<file path="src/logic/pistorm_pkg.sv">
package pistorm_pkg;

	// one word on the pi gpio data bus
	typedef logic [15:0] pi_word_t;

	// register select from pi gpio 3..2
	typedef logic [1:0] pi_reg_t;

	localparam pi_reg_t REG_DATA    = 2'd0;
	localparam pi_reg_t REG_ADDR_LO = 2'd1;
	localparam pi_reg_t REG_ADDR_HI = 2'd2;
	localparam pi_reg_t REG_STATUS  = 2'd3;

	// byte address, bit 0 only selects the data strobe lane
	typedef logic [23:0] m68k_addr_t;

	// function code, cpu space is what an idle bus shows
	typedef logic [2:0] fc_t;

	localparam fc_t FC_CPU_SPACE = 3'd7;

	// interrupt priority level
	typedef logic [2:0] ipl_t;

	// 68000 bus cycle states, s0 is idle
	typedef enum logic [2:0] {
		S0,
		S1,
		S2,
		S3,
		S4,
		S5,
		S6,
		S7
	} bus_state_t;

	// e clock phase, ten c8m periods per e period
	typedef logic [3:0] e_count_t;

	localparam e_count_t E_LAST       = 4'd9;
	localparam e_count_t E_HIGH_FIRST = 4'd6;
	localparam e_count_t E_VMA_ASSERT = 4'd2;
	localparam e_count_t E_VMA_DONE   = 4'd8;

	// field positions in the address high register
	localparam int ADDR_HI_A_MSB  = 7;
	localparam int ADDR_HI_SIZE   = 8;
	localparam int ADDR_HI_DIR    = 9;
	localparam int ADDR_HI_FC_MSB = 15;
	localparam int ADDR_HI_FC_LSB = 13;

endpackage

</file>
<file path="src/logic/pi_port.sv">
`timescale 1ns/10ps

module pi_port import pistorm_pkg::*; #(
	parameter logic [10:0] fw_rev = 11'h001,
	parameter int unsigned sync_stages = 2
) (
	input  logic       c8m,
	input  logic       s0rst,
	input  pi_reg_t    pi_a,
	input  logic       pi_rd,
	input  logic       pi_wr,
	input  pi_word_t   pi_d_in,
	output pi_word_t   pi_d_out,
	output logic       pi_d_oe,
	input  ipl_t       m68k_ipl_n,
	input  logic       m68k_reset_n,
	input  pi_word_t   rd_data,
	output logic       bus_reset,
	output logic       txn_start,
	output m68k_addr_t op_addr,
	output logic       op_byte,
	output logic       op_read,
	output fc_t        op_fc,
	output pi_word_t   wr_data,
	output logic       reset_drive,
	output logic       halt_drive
);

	// synchronizer word is {pi_wr, pi_rd, ipl_n, reset_n}
	// idle values: strobes low, no interrupt, bus not in reset
	localparam logic [5:0] SYNC_IDLE = 6'b00_111_1;

	logic [5:0] sync_q [sync_stages];
	logic [5:0] sync_out;
	logic       wr_s;
	logic       rd_s;
	ipl_t       ipl_n_s;
	logic       wr_q;
	logic       wr_edge;
	pi_word_t   status_word;

	// plain flop chain, depth set from the top level
	always_ff @(posedge c8m or posedge s0rst) begin
		if (s0rst) begin
			for (int i = 0; i < sync_stages; i++) begin
				sync_q[i] <= SYNC_IDLE;
			end
		end else begin
			sync_q[0] <= {pi_wr, pi_rd, m68k_ipl_n, m68k_reset_n};
			for (int i = 1; i < sync_stages; i++) begin
				sync_q[i] <= sync_q[i-1];
			end
		end
	end

	assign sync_out  = sync_q[sync_stages-1];
	assign wr_s      = sync_out[5];
	assign rd_s      = sync_out[4];
	assign ipl_n_s   = sync_out[3:1];
	// low while the 68000 bus is held in reset
	assign bus_reset = sync_out[0];

	// act once per write strobe, on its synchronized rising edge
	always_ff @(posedge c8m or posedge s0rst) begin
		if (s0rst) begin
			wr_q <= 1'b0;
		end else begin
			wr_q <= wr_s;
		end
	end

	assign wr_edge = wr_s & ~wr_q;

	// address high write kicks off one bus cycle
	always_ff @(posedge c8m or posedge s0rst) begin
		if (s0rst) begin
			txn_start <= 1'b0;
		end else begin
			txn_start <= wr_edge && (pi_a == REG_ADDR_HI);
		end
	end

	// status write drives the bus reset and halt lines
	always_ff @(posedge c8m or posedge s0rst) begin
		if (s0rst) begin
			reset_drive <= 1'b0;
			halt_drive  <= 1'b0;
		end else if (wr_edge && (pi_a == REG_STATUS)) begin
			reset_drive <= pi_d_in[1];
			halt_drive  <= pi_d_in[0];
		end
	end

	// operation registers, pi_a and pi_d_in are stable for the whole strobe
	always_ff @(posedge c8m) begin
		if (wr_edge) begin
			case (pi_a)
				REG_DATA: begin
					wr_data <= pi_d_in;
				end
				REG_ADDR_LO: begin
					op_addr[15:0] <= pi_d_in;
				end
				REG_ADDR_HI: begin
					op_addr[23:16] <= pi_d_in[ADDR_HI_A_MSB:0];
					op_byte        <= pi_d_in[ADDR_HI_SIZE];
					op_read        <= pi_d_in[ADDR_HI_DIR];
					op_fc          <= pi_d_in[ADDR_HI_FC_MSB:ADDR_HI_FC_LSB];
				end
				default: begin
					// status handled with the control bits
				end
			endcase
		end
	end

	// ipl, firmware revision, bus reset state
	assign status_word = {~ipl_n_s, fw_rev, ~bus_reset, 1'b0};

	// host samples a few cycles after raising pi_rd
	assign pi_d_oe  = rd_s;
	assign pi_d_out = (pi_a == REG_STATUS) ? status_word : rd_data;

endmodule

</file>
<file path="src/logic/bus_cycle_fsm.sv">
`timescale 1ns/10ps

module bus_cycle_fsm import pistorm_pkg::*; (
	input  logic       c8m,
	input  logic       s0rst,
	input  logic       txn_start,
	input  logic       bus_reset,
	input  logic       dtack_n,
	input  logic       berr_n,
	input  logic       vma_done,
	input  pi_word_t   m68k_d_in,
	output bus_state_t state,
	output logic       txn_in_progress,
	output pi_word_t   rd_data
);

	logic [1:0] dtack_q;
	logic [1:0] berr_q;
	logic       term;
	bus_state_t state_next;

	// two flop synchronizers for the termination inputs
	always_ff @(posedge c8m or posedge s0rst) begin
		if (s0rst) begin
			dtack_q <= 2'b11;
			berr_q  <= 2'b11;
		end else begin
			dtack_q <= {dtack_q[0], dtack_n};
			berr_q  <= {berr_q[0], berr_n};
		end
	end

	// s4 ends on dtack, bus error or a finished vpa/vma transfer
	assign term = ~dtack_q[1] | ~berr_q[1] | vma_done;

	always_comb begin
		state_next = state;
		case (state)
			S0: begin
				// a start outside s0 is dropped
				if (txn_start) begin
					state_next = S1;
				end
			end
			S1: state_next = S2;
			S2: state_next = S3;
			S3: state_next = S4;
			S4: begin
				// wait states
				if (term) begin
					state_next = S5;
				end
			end
			S5: state_next = S6;
			S6: state_next = S7;
			S7: state_next = S0;
			default: state_next = S0;
		endcase
		// bus reset aborts whatever is running
		if (!bus_reset) begin
			state_next = S0;
		end
	end

	always_ff @(posedge c8m or posedge s0rst) begin
		if (s0rst) begin
			state           <= S0;
			txn_in_progress <= 1'b0;
		end else begin
			state           <= state_next;
			// busy from s1 entry until s7 is left
			txn_in_progress <= (state_next != S0);
		end
	end

	// latch the bus data as s6 begins
	always_ff @(posedge c8m) begin
		if ((state == S5) && (state_next == S6)) begin
			rd_data <= m68k_d_in;
		end
	end

endmodule

</file>
<file path="src/logic/e_clock_vma.sv">
`timescale 1ns/10ps

module e_clock_vma import pistorm_pkg::*; (
	input  logic       c8m,
	input  logic       s0rst,
	input  bus_state_t state,
	input  logic       vpa_n,
	output logic       e,
	output logic       vma_n,
	output logic       vma_done
);

	e_count_t   e_cnt;
	logic [1:0] vpa_q;

	// free running 0..9, six low and four high
	always_ff @(posedge c8m or posedge s0rst) begin
		if (s0rst) begin
			e_cnt <= '0;
		end else if (e_cnt == E_LAST) begin
			e_cnt <= '0;
		end else begin
			e_cnt <= e_cnt + 4'd1;
		end
	end

	assign e = (e_cnt >= E_HIGH_FIRST);

	always_ff @(posedge c8m or posedge s0rst) begin
		if (s0rst) begin
			vpa_q <= 2'b11;
		end else begin
			vpa_q <= {vpa_q[0], vpa_n};
		end
	end

	// vma asserts early in the e low phase so the peripheral sees a full e high
	always_ff @(posedge c8m or posedge s0rst) begin
		if (s0rst) begin
			vma_n <= 1'b1;
		end else if ((state == S7) || (state == S0)) begin
			// s0 covers a cycle cut short by bus reset
			vma_n <= 1'b1;
		end else if ((state == S4) && !vpa_q[1] && (e_cnt == E_VMA_ASSERT)) begin
			vma_n <= 1'b0;
		end
	end

	// transfer completes late in e high
	assign vma_done = ~vma_n & (e_cnt == E_VMA_DONE);

endmodule

</file>
<file path="src/logic/m68k_bus_out.sv">
`timescale 1ns/10ps

module m68k_bus_out import pistorm_pkg::*; (
	input  logic        c8m,
	input  logic        s0rst,
	input  bus_state_t  state,
	input  m68k_addr_t  op_addr,
	input  logic        op_byte,
	input  logic        op_read,
	input  fc_t         op_fc,
	input  pi_word_t    wr_data,
	output logic [22:0] a,
	output logic        a_oe,
	output pi_word_t    d_out,
	output logic        d_oe,
	output fc_t         fc,
	output logic        as_n,
	output logic        uds_n,
	output logic        lds_n,
	output logic        rw
);

	logic s1_7;
	logic s2_6;
	logic s2_7;
	logic s3_7;
	logic s4_6;
	logic strobe_on;
	logic uds_val;
	logic lds_val;

	// state windows
	assign s1_7 = (state != S0);
	assign s2_6 = (state >= S2) && (state <= S6);
	assign s2_7 = (state >= S2);
	assign s3_7 = (state >= S3);
	assign s4_6 = (state >= S4) && (state <= S6);

	// writes hold the data strobes back until the data is on the bus
	assign strobe_on = op_read ? s2_6 : s4_6;

	// word: both lanes, byte: even address is the upper lane
	assign uds_val = op_byte & op_addr[0];
	assign lds_val = op_byte & ~op_addr[0];

	// all drive outputs lag the state by one clock
	always_ff @(posedge c8m or posedge s0rst) begin
		if (s0rst) begin
			as_n  <= 1'b1;
			uds_n <= 1'b1;
			lds_n <= 1'b1;
			rw    <= 1'b1;
			fc    <= FC_CPU_SPACE;
			a_oe  <= 1'b0;
			d_oe  <= 1'b0;
		end else begin
			as_n  <= ~s2_6;
			uds_n <= strobe_on ? uds_val : 1'b1;
			lds_n <= strobe_on ? lds_val : 1'b1;
			rw    <= s2_7 ? op_read : 1'b1;
			fc    <= s1_7 ? op_fc : FC_CPU_SPACE;
			a_oe  <= s1_7;
			d_oe  <= s3_7 & ~op_read;
		end
	end

	// address and data stand in for the old 373/374 latches
	always_ff @(posedge c8m) begin
		a     <= op_addr[23:1];
		d_out <= wr_data;
	end

endmodule

</file>
<file path="src/logic/pistorm_bridge.sv">
`timescale 1ns/10ps

module pistorm_bridge import pistorm_pkg::*; #(
	parameter logic [10:0] fw_rev = 11'h001,
	parameter int unsigned sync_stages = 2
) (
	input  logic        c8m,
	input  logic        s0rst,
	// pi gpio side
	input  pi_reg_t     pi_a,
	input  logic        pi_rd,
	input  logic        pi_wr,
	input  pi_word_t    pi_d_in,
	output pi_word_t    pi_d_out,
	output logic        pi_d_oe,
	output logic        pi_txn_in_progress,
	output logic        pi_berr,
	// 68000 bus side
	output logic [22:0] a,
	output logic        a_oe,
	output pi_word_t    d_out,
	output logic        d_oe,
	output fc_t         fc,
	output logic        as_n,
	output logic        uds_n,
	output logic        lds_n,
	output logic        rw,
	output logic        e,
	output logic        vma_n,
	input  pi_word_t    m68k_d_in,
	input  logic        dtack_n,
	input  logic        berr_n,
	input  logic        vpa_n,
	input  ipl_t        m68k_ipl_n,
	input  logic        m68k_reset_n,
	output logic        reset_drive,
	output logic        halt_drive
);

	logic       bus_reset;
	logic       txn_start;
	m68k_addr_t op_addr;
	logic       op_byte;
	logic       op_read;
	fc_t        op_fc;
	pi_word_t   wr_data;
	pi_word_t   rd_data;
	bus_state_t state;
	logic       vma_done;

	// pi samples berr directly after the cycle ends
	assign pi_berr = berr_n;

	pi_port #(
		.fw_rev      (fw_rev),
		.sync_stages (sync_stages)
	) i_pi_port (
		.c8m          (c8m),
		.s0rst        (s0rst),
		.pi_a         (pi_a),
		.pi_rd        (pi_rd),
		.pi_wr        (pi_wr),
		.pi_d_in      (pi_d_in),
		.pi_d_out     (pi_d_out),
		.pi_d_oe      (pi_d_oe),
		.m68k_ipl_n   (m68k_ipl_n),
		.m68k_reset_n (m68k_reset_n),
		.rd_data      (rd_data),
		.bus_reset    (bus_reset),
		.txn_start    (txn_start),
		.op_addr      (op_addr),
		.op_byte      (op_byte),
		.op_read      (op_read),
		.op_fc        (op_fc),
		.wr_data      (wr_data),
		.reset_drive  (reset_drive),
		.halt_drive   (halt_drive)
	);

	bus_cycle_fsm i_bus_cycle_fsm (
		.c8m             (c8m),
		.s0rst           (s0rst),
		.txn_start       (txn_start),
		.bus_reset       (bus_reset),
		.dtack_n         (dtack_n),
		.berr_n          (berr_n),
		.vma_done        (vma_done),
		.m68k_d_in       (m68k_d_in),
		.state           (state),
		.txn_in_progress (pi_txn_in_progress),
		.rd_data         (rd_data)
	);

	e_clock_vma i_e_clock_vma (
		.c8m      (c8m),
		.s0rst    (s0rst),
		.state    (state),
		.vpa_n    (vpa_n),
		.e        (e),
		.vma_n    (vma_n),
		.vma_done (vma_done)
	);

	m68k_bus_out i_m68k_bus_out (
		.c8m     (c8m),
		.s0rst   (s0rst),
		.state   (state),
		.op_addr (op_addr),
		.op_byte (op_byte),
		.op_read (op_read),
		.op_fc   (op_fc),
		.wr_data (wr_data),
		.a       (a),
		.a_oe    (a_oe),
		.d_out   (d_out),
		.d_oe    (d_oe),
		.fc      (fc),
		.as_n    (as_n),
		.uds_n   (uds_n),
		.lds_n   (lds_n),
		.rw      (rw)
	);

endmodule

</file>
<file path="config.mk">
export PLATFORM = sky130hd
export DESIGN_NAME = pistorm_bridge
export DESIGN_NICKNAME = d
export VERILOG_FILES = /design/src/logic/pistorm_pkg.sv /design/src/logic/pi_port.sv /design/src/logic/bus_cycle_fsm.sv /design/src/logic/e_clock_vma.sv /design/src/logic/m68k_bus_out.sv /design/src/logic/pistorm_bridge.sv
export SDC_FILE = /design/constraint.sdc
export NUM_CORES = 1
export LEC_CHECK = 0
export ABC_AREA = 1
export BUFFER_PORTS_ARGS = -buffer_cell sky130_fd_sc_hd__buf_2
export CORE_ASPECT_RATIO = 0.75
export CORE_MARGIN = 4
export CORE_UTILIZATION = 40
export CTS_BUF_LIST = sky130_fd_sc_hd__clkbuf_4
export DETAILED_ROUTE_END_ITERATION = 10
export PLACE_DENSITY_LB_ADDON = 0.12
export SLEW_MARGIN = 40
export SYNTH_ARGS = -nofsm -noshare
export SYNTH_HDL_FRONTEND = slang
export SYNTH_SLANG_ARGS = --single-unit
export TNS_END_PERCENT = 100
</file>
<file path="constraint.sdc">
create_clock -name c8m -period 2 [get_ports c8m]
set_input_delay 0.3 -clock c8m [delete_from_list [all_inputs] [get_ports c8m]]
set_output_delay 0.3 -clock c8m [all_outputs]
set_load 0.02 [all_outputs]
</file>
==> results of run 1 <==
-- sequential cells by signal, indices dropped and copies added (netlist names), 2 cells and up --
name                     cells
i_m68k_bus_out.fc            3
i_pi_port.op_fc              3
i_e_clock_vma.e_cnt          4
i_bus_cycle_fsm.rd_data     16
i_m68k_bus_out.d_out        16
i_m68k_bus_out.a            23
i_pi_port.wr_data           16
i_bus_cycle_fsm.berr_q       2
i_pi_port.op_addr           24
i_bus_cycle_fsm.dtack_q      2
i_bus_cycle_fsm.state        3
i_pi_port.sync_q             6
i_e_clock_vma.vpa_q          2
i_pi_port.sync_out           6
-- repair_timing --
item | 4_1_cts | 5_1_grt
hold endpoints to repair | 88 | 0
hold buffers | 42 | 0
resized for setup | 0 | 0
-- per-layer routing --
metal	GRT usage [%]	wire (um)
met5	0	0
met4	5.38	89
met3	4.43	458
met2	20.9	3770
met1	16.6	3450
-- final timing paths --
| check | startpoint | to | slack (ns) | depth (start not counted) |
|---|---|---|---|---|
| max in group asynchronous | s0rst | i_bus_cycle_fsm.berr_q[0] | 1.20 | 4 |
| max reg2reg | i_bus_cycle_fsm.state[0] | i_bus_cycle_fsm.rd_data[14] | 0.12 | 7 |
| min reg2reg | i_pi_port.wr_data[3] | i_m68k_bus_out.d_out[3] | 0.34 | 0 |
| max | i_bus_cycle_fsm.state[0] | i_bus_cycle_fsm.rd_data[14] | 0.12 | 7 |
| min in group asynchronous | s0rst | i_pi_port.halt_drive | 0.42 | 4 |
| min | pi_a[1] | i_pi_port.txn_start | 0.31 | 4 |
-- per-stage QoR --
| stage | power, mW | hold slack (ns) | instance area (sq um) |
|---|---|---|---|
| after floorplan | 3.95 | 0.304 | 4320 |
| after global placement | 4.24 | 0.324 | 5110 |
| after detailed placement | 4.25 | 0.327 | 5110 |
| after CTS | 6.08 | 0.273 | 5810 |
| after global routing | 6.31 | 0.305 | 5810 |
| final | 5.99 | 0.315 | 5810 |
-- report_power, final --
group          switching [mW]  leakage, nW  total (mW)  internal [mW]
Combinational           0.575         1.10       0.931          0.356
Clock                    1.09        0.144        1.76          0.661
Sequential             0.0840         1.33        3.31           3.22
Total                    1.75         2.57        5.99           4.24
-- cell usage after synthesis --
cell and n:
or2_2 2, edfxtp_1 61, mux2_4 2, nor2_1 19, o21ai_1 1, nor2_4 1
nor3_2 1, dfstp_2 22, nand3_1 8, inv_2 5, clkinv_2 1, nand2_1 28
ha_1 4, dfxtp_1 39, buf_4 1, o211ai_1 1, nor2_2 2, o22a_1 1
inv_1 28, nand3_2 1, nand2_4 2, o21bai_1 1, nand4_1 1, inv_4 1
buf_2 1, or2_1 3, a21oi_2 1, nor3_1 3, nand2_2 2, dfrtp_1 18
a21oi_1 4, o21ai_0 5, buf_6 1
-- final cells by class --
type	count	area [sq um]
fill	873	4600
sequential	140	3640
timing repair buffer	163	1050
multi-input combinational	93	531
tap	136	170
clock inverter	15	154
inverter	35	135
clock buffer	17	128
-- worst min-delay path, cell delays in order --
cell,delay (ns)
buf_2,0.13
nand2_1,0.09
nor2_2,0.04
buf_4,0.19
-- cells by family (layout without fill, tap and decap cells) --
family,after synthesis,in the layout
AOI/OAI and AO/OA,14,14
adders and majority gates,4,4
buffers and inverters,38,230
DFF,140,140
muxes,2,2
and+or+nand+nor,73,73
==> metrics.txt, run 1 <==
status=complete, no violations; Post-Syn Instances=271; cell taking the most area after synthesis=edfxtp_1; Hold/Removal Path Class=in -> reg; Via density=4.24; Slew Limit Fails=0; cell family with most CP delay=simple AND/OR/NAND/NOR gates; total CTS buffers=17; Post-Syn Nets=between 300 and 400; Placer Congestion=approximately 0.74; Via Count=approximately 2500; DRC=0; largest net degree at the start of global routing=just over 40; Yosys reg bits=140; cells along the critical path=ha_1, nor2_1, nand3_2, nor2_1, nor2_2, a21oi_4, buf_12; skew final=just over 0.02 ns; fin util=55.8%; CTS max path bufs=2; unrepaired setup endpoints after global routing=false; Crit path required time=approximately 2.2 ns; Iteration-0 DRC Markers=around 160; synthesis-to-finish area growth=34.8%; non-filler cells, final=599; top cell type's share of synthesized area=between 40 and 50%; Initial Util=41.4%; Setup CP Type=reg -> reg; drt wl/cell=between 10 and 15 um; Setup violations, final=0; # rows=32; CP Buf/Inv Count=1; kind of end point of the critical path=flip-flop; die extent in x=around 130 um; vias in the first global route=~2600; Synth Area in Simple Gates=8.07%; share of post-route cells with drive strength above 1=~43%; adder-cell area share of the yosys netlist=1.16%; final hold viol count=0; final worst-path cycle share=between 90% and 100%; All-Layer GR Usage=a little over an eighth; Max Cap Viol=0; CTS tree=yes; Setup crit start kind=flip-flop; slowest CP cell=dfrtp_1; drt pass-1 iters=4; initial antenna violation count=0; # diodes=0; post-CTS setup repair buffer count=0; most common cell after layout, fill and taps aside=buf_2; clock period minus worst slack=1.88 ns; most frequent cells in the layout=buf_2 (115), edfxtp_1 (61), dlygate4sd3_1 (42), dfxtp_1 (39), nand2_1 (28); grt total ovfl=0; Worst path max stage delay=0.47 ns; Worst-Margin Slew=0.499 ns; Die Height=just under 100 um; clk sink count=140; I/O Buffers=~120; Mapped Area=between 0.004 and 0.005 sq mm; fin worst setup slack=0.124 ns; Critical Path Fanout Max=16; combinational family with the most area after synthesis=simple AND/OR/NAND/NOR gates; CTS H-tree lvls=4; CTS Root Cell=clkbuf_4; Synth Warn #=0; power per cell area=slightly above 1000 mW/mm^2; Post-Place Worst Slack=around 0.14 ns; Detail Route Antenna Nets=0; Seq/Total Area, Yosys=around 84%; Area contributors post-synth=edfxtp_1 (42%), dfxtp_1 (18%), dfstp_2 (13%); Post-Place Cells=around 530; Syn Area/Cell=approximately 16 sq um; most numerous cell on the critical path=nor2_1; post-detailed-routing wire length=~7800 um; xor-xnor portion of the synthesized cell area=0%; Final nets=approximately 500; proportion of synthesized area in mux cells=less than 1%; IO Count=about 120; clk_lat worst skew=between 0.5 and 0.6 ns; Worst Path Arrival=between 2 and 2.5 ns; Fin Setup TNS=0 ns; leakage dissipation=between 2 and 3 nW; Post-DP HPWL=around 5200 um; core area=0.0104 sq mm; post-synthesis compound-gate area fraction=around 1.9%; fmax=533 MHz; CTS clk-pin slew, worst paths=~0.12 ns; Yosys cell types=33; die footprint=0.0125 sq mm; Max-slew headroom=66.8%; global-route wire length before repair=~13000 um; Peak VDD IR=around 0.45 mV
(Power assumes the default switching activity.)
==> run 2, diff against run 1 <==
==> constraint.sdc (replaced) <==
create_clock -name c8m -period 2.2 [get_ports c8m]
set_input_delay 0.33 -clock c8m [delete_from_list [all_inputs] [get_ports c8m]]
set_output_delay 0.33 -clock c8m [all_outputs]
set_load 0.02 [all_outputs]
==> metrics.txt, run 2 (synthesis gave the netlist of run 1 again) <==
Fin Setup TNS=0 ns (unchanged); skew final=0.0152 ns (-0.00557 ns); share of post-route cells with drive strength above 1=42.7% (-0.25 points); most frequent cells in the layout=buf_2 (115), edfxtp_1 (61), dlygate4sd3_1 (41), dfxtp_1 (39), nand2_1 (28); power per cell area=918 mW/mm^2 (-11%); Setup CP Type=reg -> reg; die footprint=0.0125 sq mm (unchanged); # diodes=0 (unchanged); Max Cap Viol=0 (unchanged); Comb pwr share=15.4% (about the same); Final nets=497 (-0.40%); fmax=510 MHz (-4.2%); Setup crit start kind=flip-flop; Detail Route Antenna Nets=0 (unchanged); Hold/Removal Path Class=in -> reg; final worst-path cycle share=89.0% (-4.7 points); Via Count=2467 (-2.9%); final hold viol count=0 (unchanged); switching pwr=1.48 mW (-16%); Worst Path Arrival=2.15 ns (+0.05 ns); Die Height=97.9 um (unchanged); post-detailed-routing wire length=7690 um (-0.85%); kind of end point of the critical path=flip-flop; status=complete, no violations; slowest CP cell=dfrtp_1; drt pass-1 iters=4 (unchanged); unrepaired setup endpoints after global routing=false; core area=0.0104 sq mm (unchanged); DRC=0 (unchanged); Peak VDD IR=0.514 mV (+14%); Post-Place Cells=524 (-0.19%); clock period minus worst slack=1.96 ns (+0.0831 ns); CTS Root Cell=clkbuf_4; sw frac=28.0% (-1.2 points); post-CTS sizing=0 (unchanged); grt total ovfl=0 (unchanged); Largest register FFs=24 (unchanged); Worst path max stage delay=0.50 ns (+0.03 ns); non-filler cells, final=597 (-0.33%); largest net degree at the start of global routing=41 (unchanged); Placer Congestion=0.799 (+7.8%); Max-slew headroom=66.7% (about the same); Via density=4.13 (-2.5%); CTS H-tree lvls=4 (unchanged); most common cell after layout, fill and taps aside=buf_2; vias in the first global route=2625 (+0.38%); Iteration-0 DRC Markers=71 (-54%); clock share of power=27.4% (-1.9 points); clk_lat worst skew=0.49 ns (-0.02 ns); clk sink count=140 (unchanged); Post-DP HPWL=5210 um (-0.65%); CTS tree=yes; die extent in x=128 um (unchanged); Worst-Margin Slew=0.499 ns (+0.000724 ns); leakage dissipation=2.55 nW (-1.0%); largest registers=i_pi_port.op_addr: 24 flops, i_m68k_bus_out.a: 23 flops; total CTS buffers=17 (unchanged); I/O Buffers=115 (unchanged); CTS max path bufs=2 (unchanged); sequential share of power=57.3% (+2.1 points); Crit path required time=2.39 ns (+0.17 ns); global-route wire length before repair=12800 um (+2.1%); Initial Util=41.4% (unchanged); # rows=32 (unchanged); internal power=3.79 mW (-11%); Setup violations, final=0 (unchanged); drt wl/cell=12.9 um (-0.52%); most numerous cell on the critical path=nor2_1; IO Count=116 (unchanged); Slew Limit Fails=0 (unchanged); Largest Register=i_pi_port.op_addr; CTS clk-pin slew, worst paths=0.11 ns (about the same); Critical Path Fanout Max=16 (unchanged); post-CTS setup repair buffer count=0 (unchanged); synthesis-to-finish area growth=33.2%; All-Layer GR Usage=13.4% (+0.23 points); cells along the critical path=inv_1, ha_1, nor2_1, nand3_2, nor2_1, nor2_2, a21oi_2, buf_4; initial antenna violation count=0 (unchanged)
## run 2: changes by cell type in the layout (fill, tap and decap cells not counted), sizes merged
cell | before | now
buf | 121 | 120
clkinvlp | 3 | 4
clkinv | 5 | 9
dlygate4sd3 | 42 | 41
inv | 41 | 36
## run 2: layer usage
layer  vias up  track usage [%]  share of wire [%]
met5         -                0                  0
met4         0             4.89                1.0
met3         7             4.87                6.0
met2        69             20.7                 48
met1      1146             17.4                 45
li1       1245                -                  -
## run 2: what timing repair did
item / CTS / global route
hold buffers: 40 / 1
hold endpoints to repair: 80 / 1
setup endpoints to repair: 0 / 0
## run 2: metrics by stage
step                total power [mW]  utilization (%)  hold WS [ns]  worst slack [ns]  instance area, sq um
floorplan                       3.58                -         0.323            0.0790                  4310
global placement                3.83             48.8         0.325             0.273                  5080
detailed placement              3.84             48.8         0.327             0.241                  5080
CTS                             5.35             55.1       0.00415             0.241                  5730
global route                    5.59             55.2        0.0149            0.0941                  5740
finish                          5.27             55.2        0.0834             0.241                  5740
## run 2: final cells by class
class | count | area [sq um]
fill | 884 | 4670
sequential | 140 | 3640
timing repair buffer | 161 | 1020
multi-input combinational | 93 | 523
tap | 136 | 170
inverter | 35 | 135
clock buffer | 17 | 128
clock inverter | 15 | 121
## run 2: worst max-delay path: cells and delay by family, from the launching register on
kind | cells | cell delay, ns
AND/OR/NAND/NOR | 4 | 0.48
buffers and inverters | 2 | 0.35
adder cells (fa/ha/maj) | 1 | 0.22
flip-flops | 1 | 0.50
AO/OA/AOI/OAI | 1 | 0.12
## run 2: path summary, 6_finish.rpt
kind	start	endpoint	slack, ns	cells past startpoint
max	i_bus_cycle_fsm.state[1]	i_bus_cycle_fsm.rd_data[14]	0.24	8
min in group asynchronous	s0rst	i_pi_port.sync_q[11]	0.50	4
min reg2reg	i_pi_port.wr_data[1]	i_m68k_bus_out.d_out[1]	0.34	0
max reg2reg	i_bus_cycle_fsm.state[1]	i_bus_cycle_fsm.rd_data[14]	0.24	8
max in group asynchronous	s0rst	i_e_clock_vma.vma_n	1.31	4
min	pi_d_in[0]	i_pi_port.wr_data[0]	0.08	1
## run 2: power by group through the flow
stage | registers (mW) | logic [mW] | clock network [mW]
2_1_floorplan | 3.19 | 0.388 | 0
3_3_place_gp | 3.07 | 0.761 | 0
3_5_place_dp | 3.08 | 0.764 | 0
4_1_cts | 3.02 | 0.821 | 1.50
5_1_grt | 3.04 | 0.895 | 1.65
6_report | 3.02 | 0.810 | 1.44
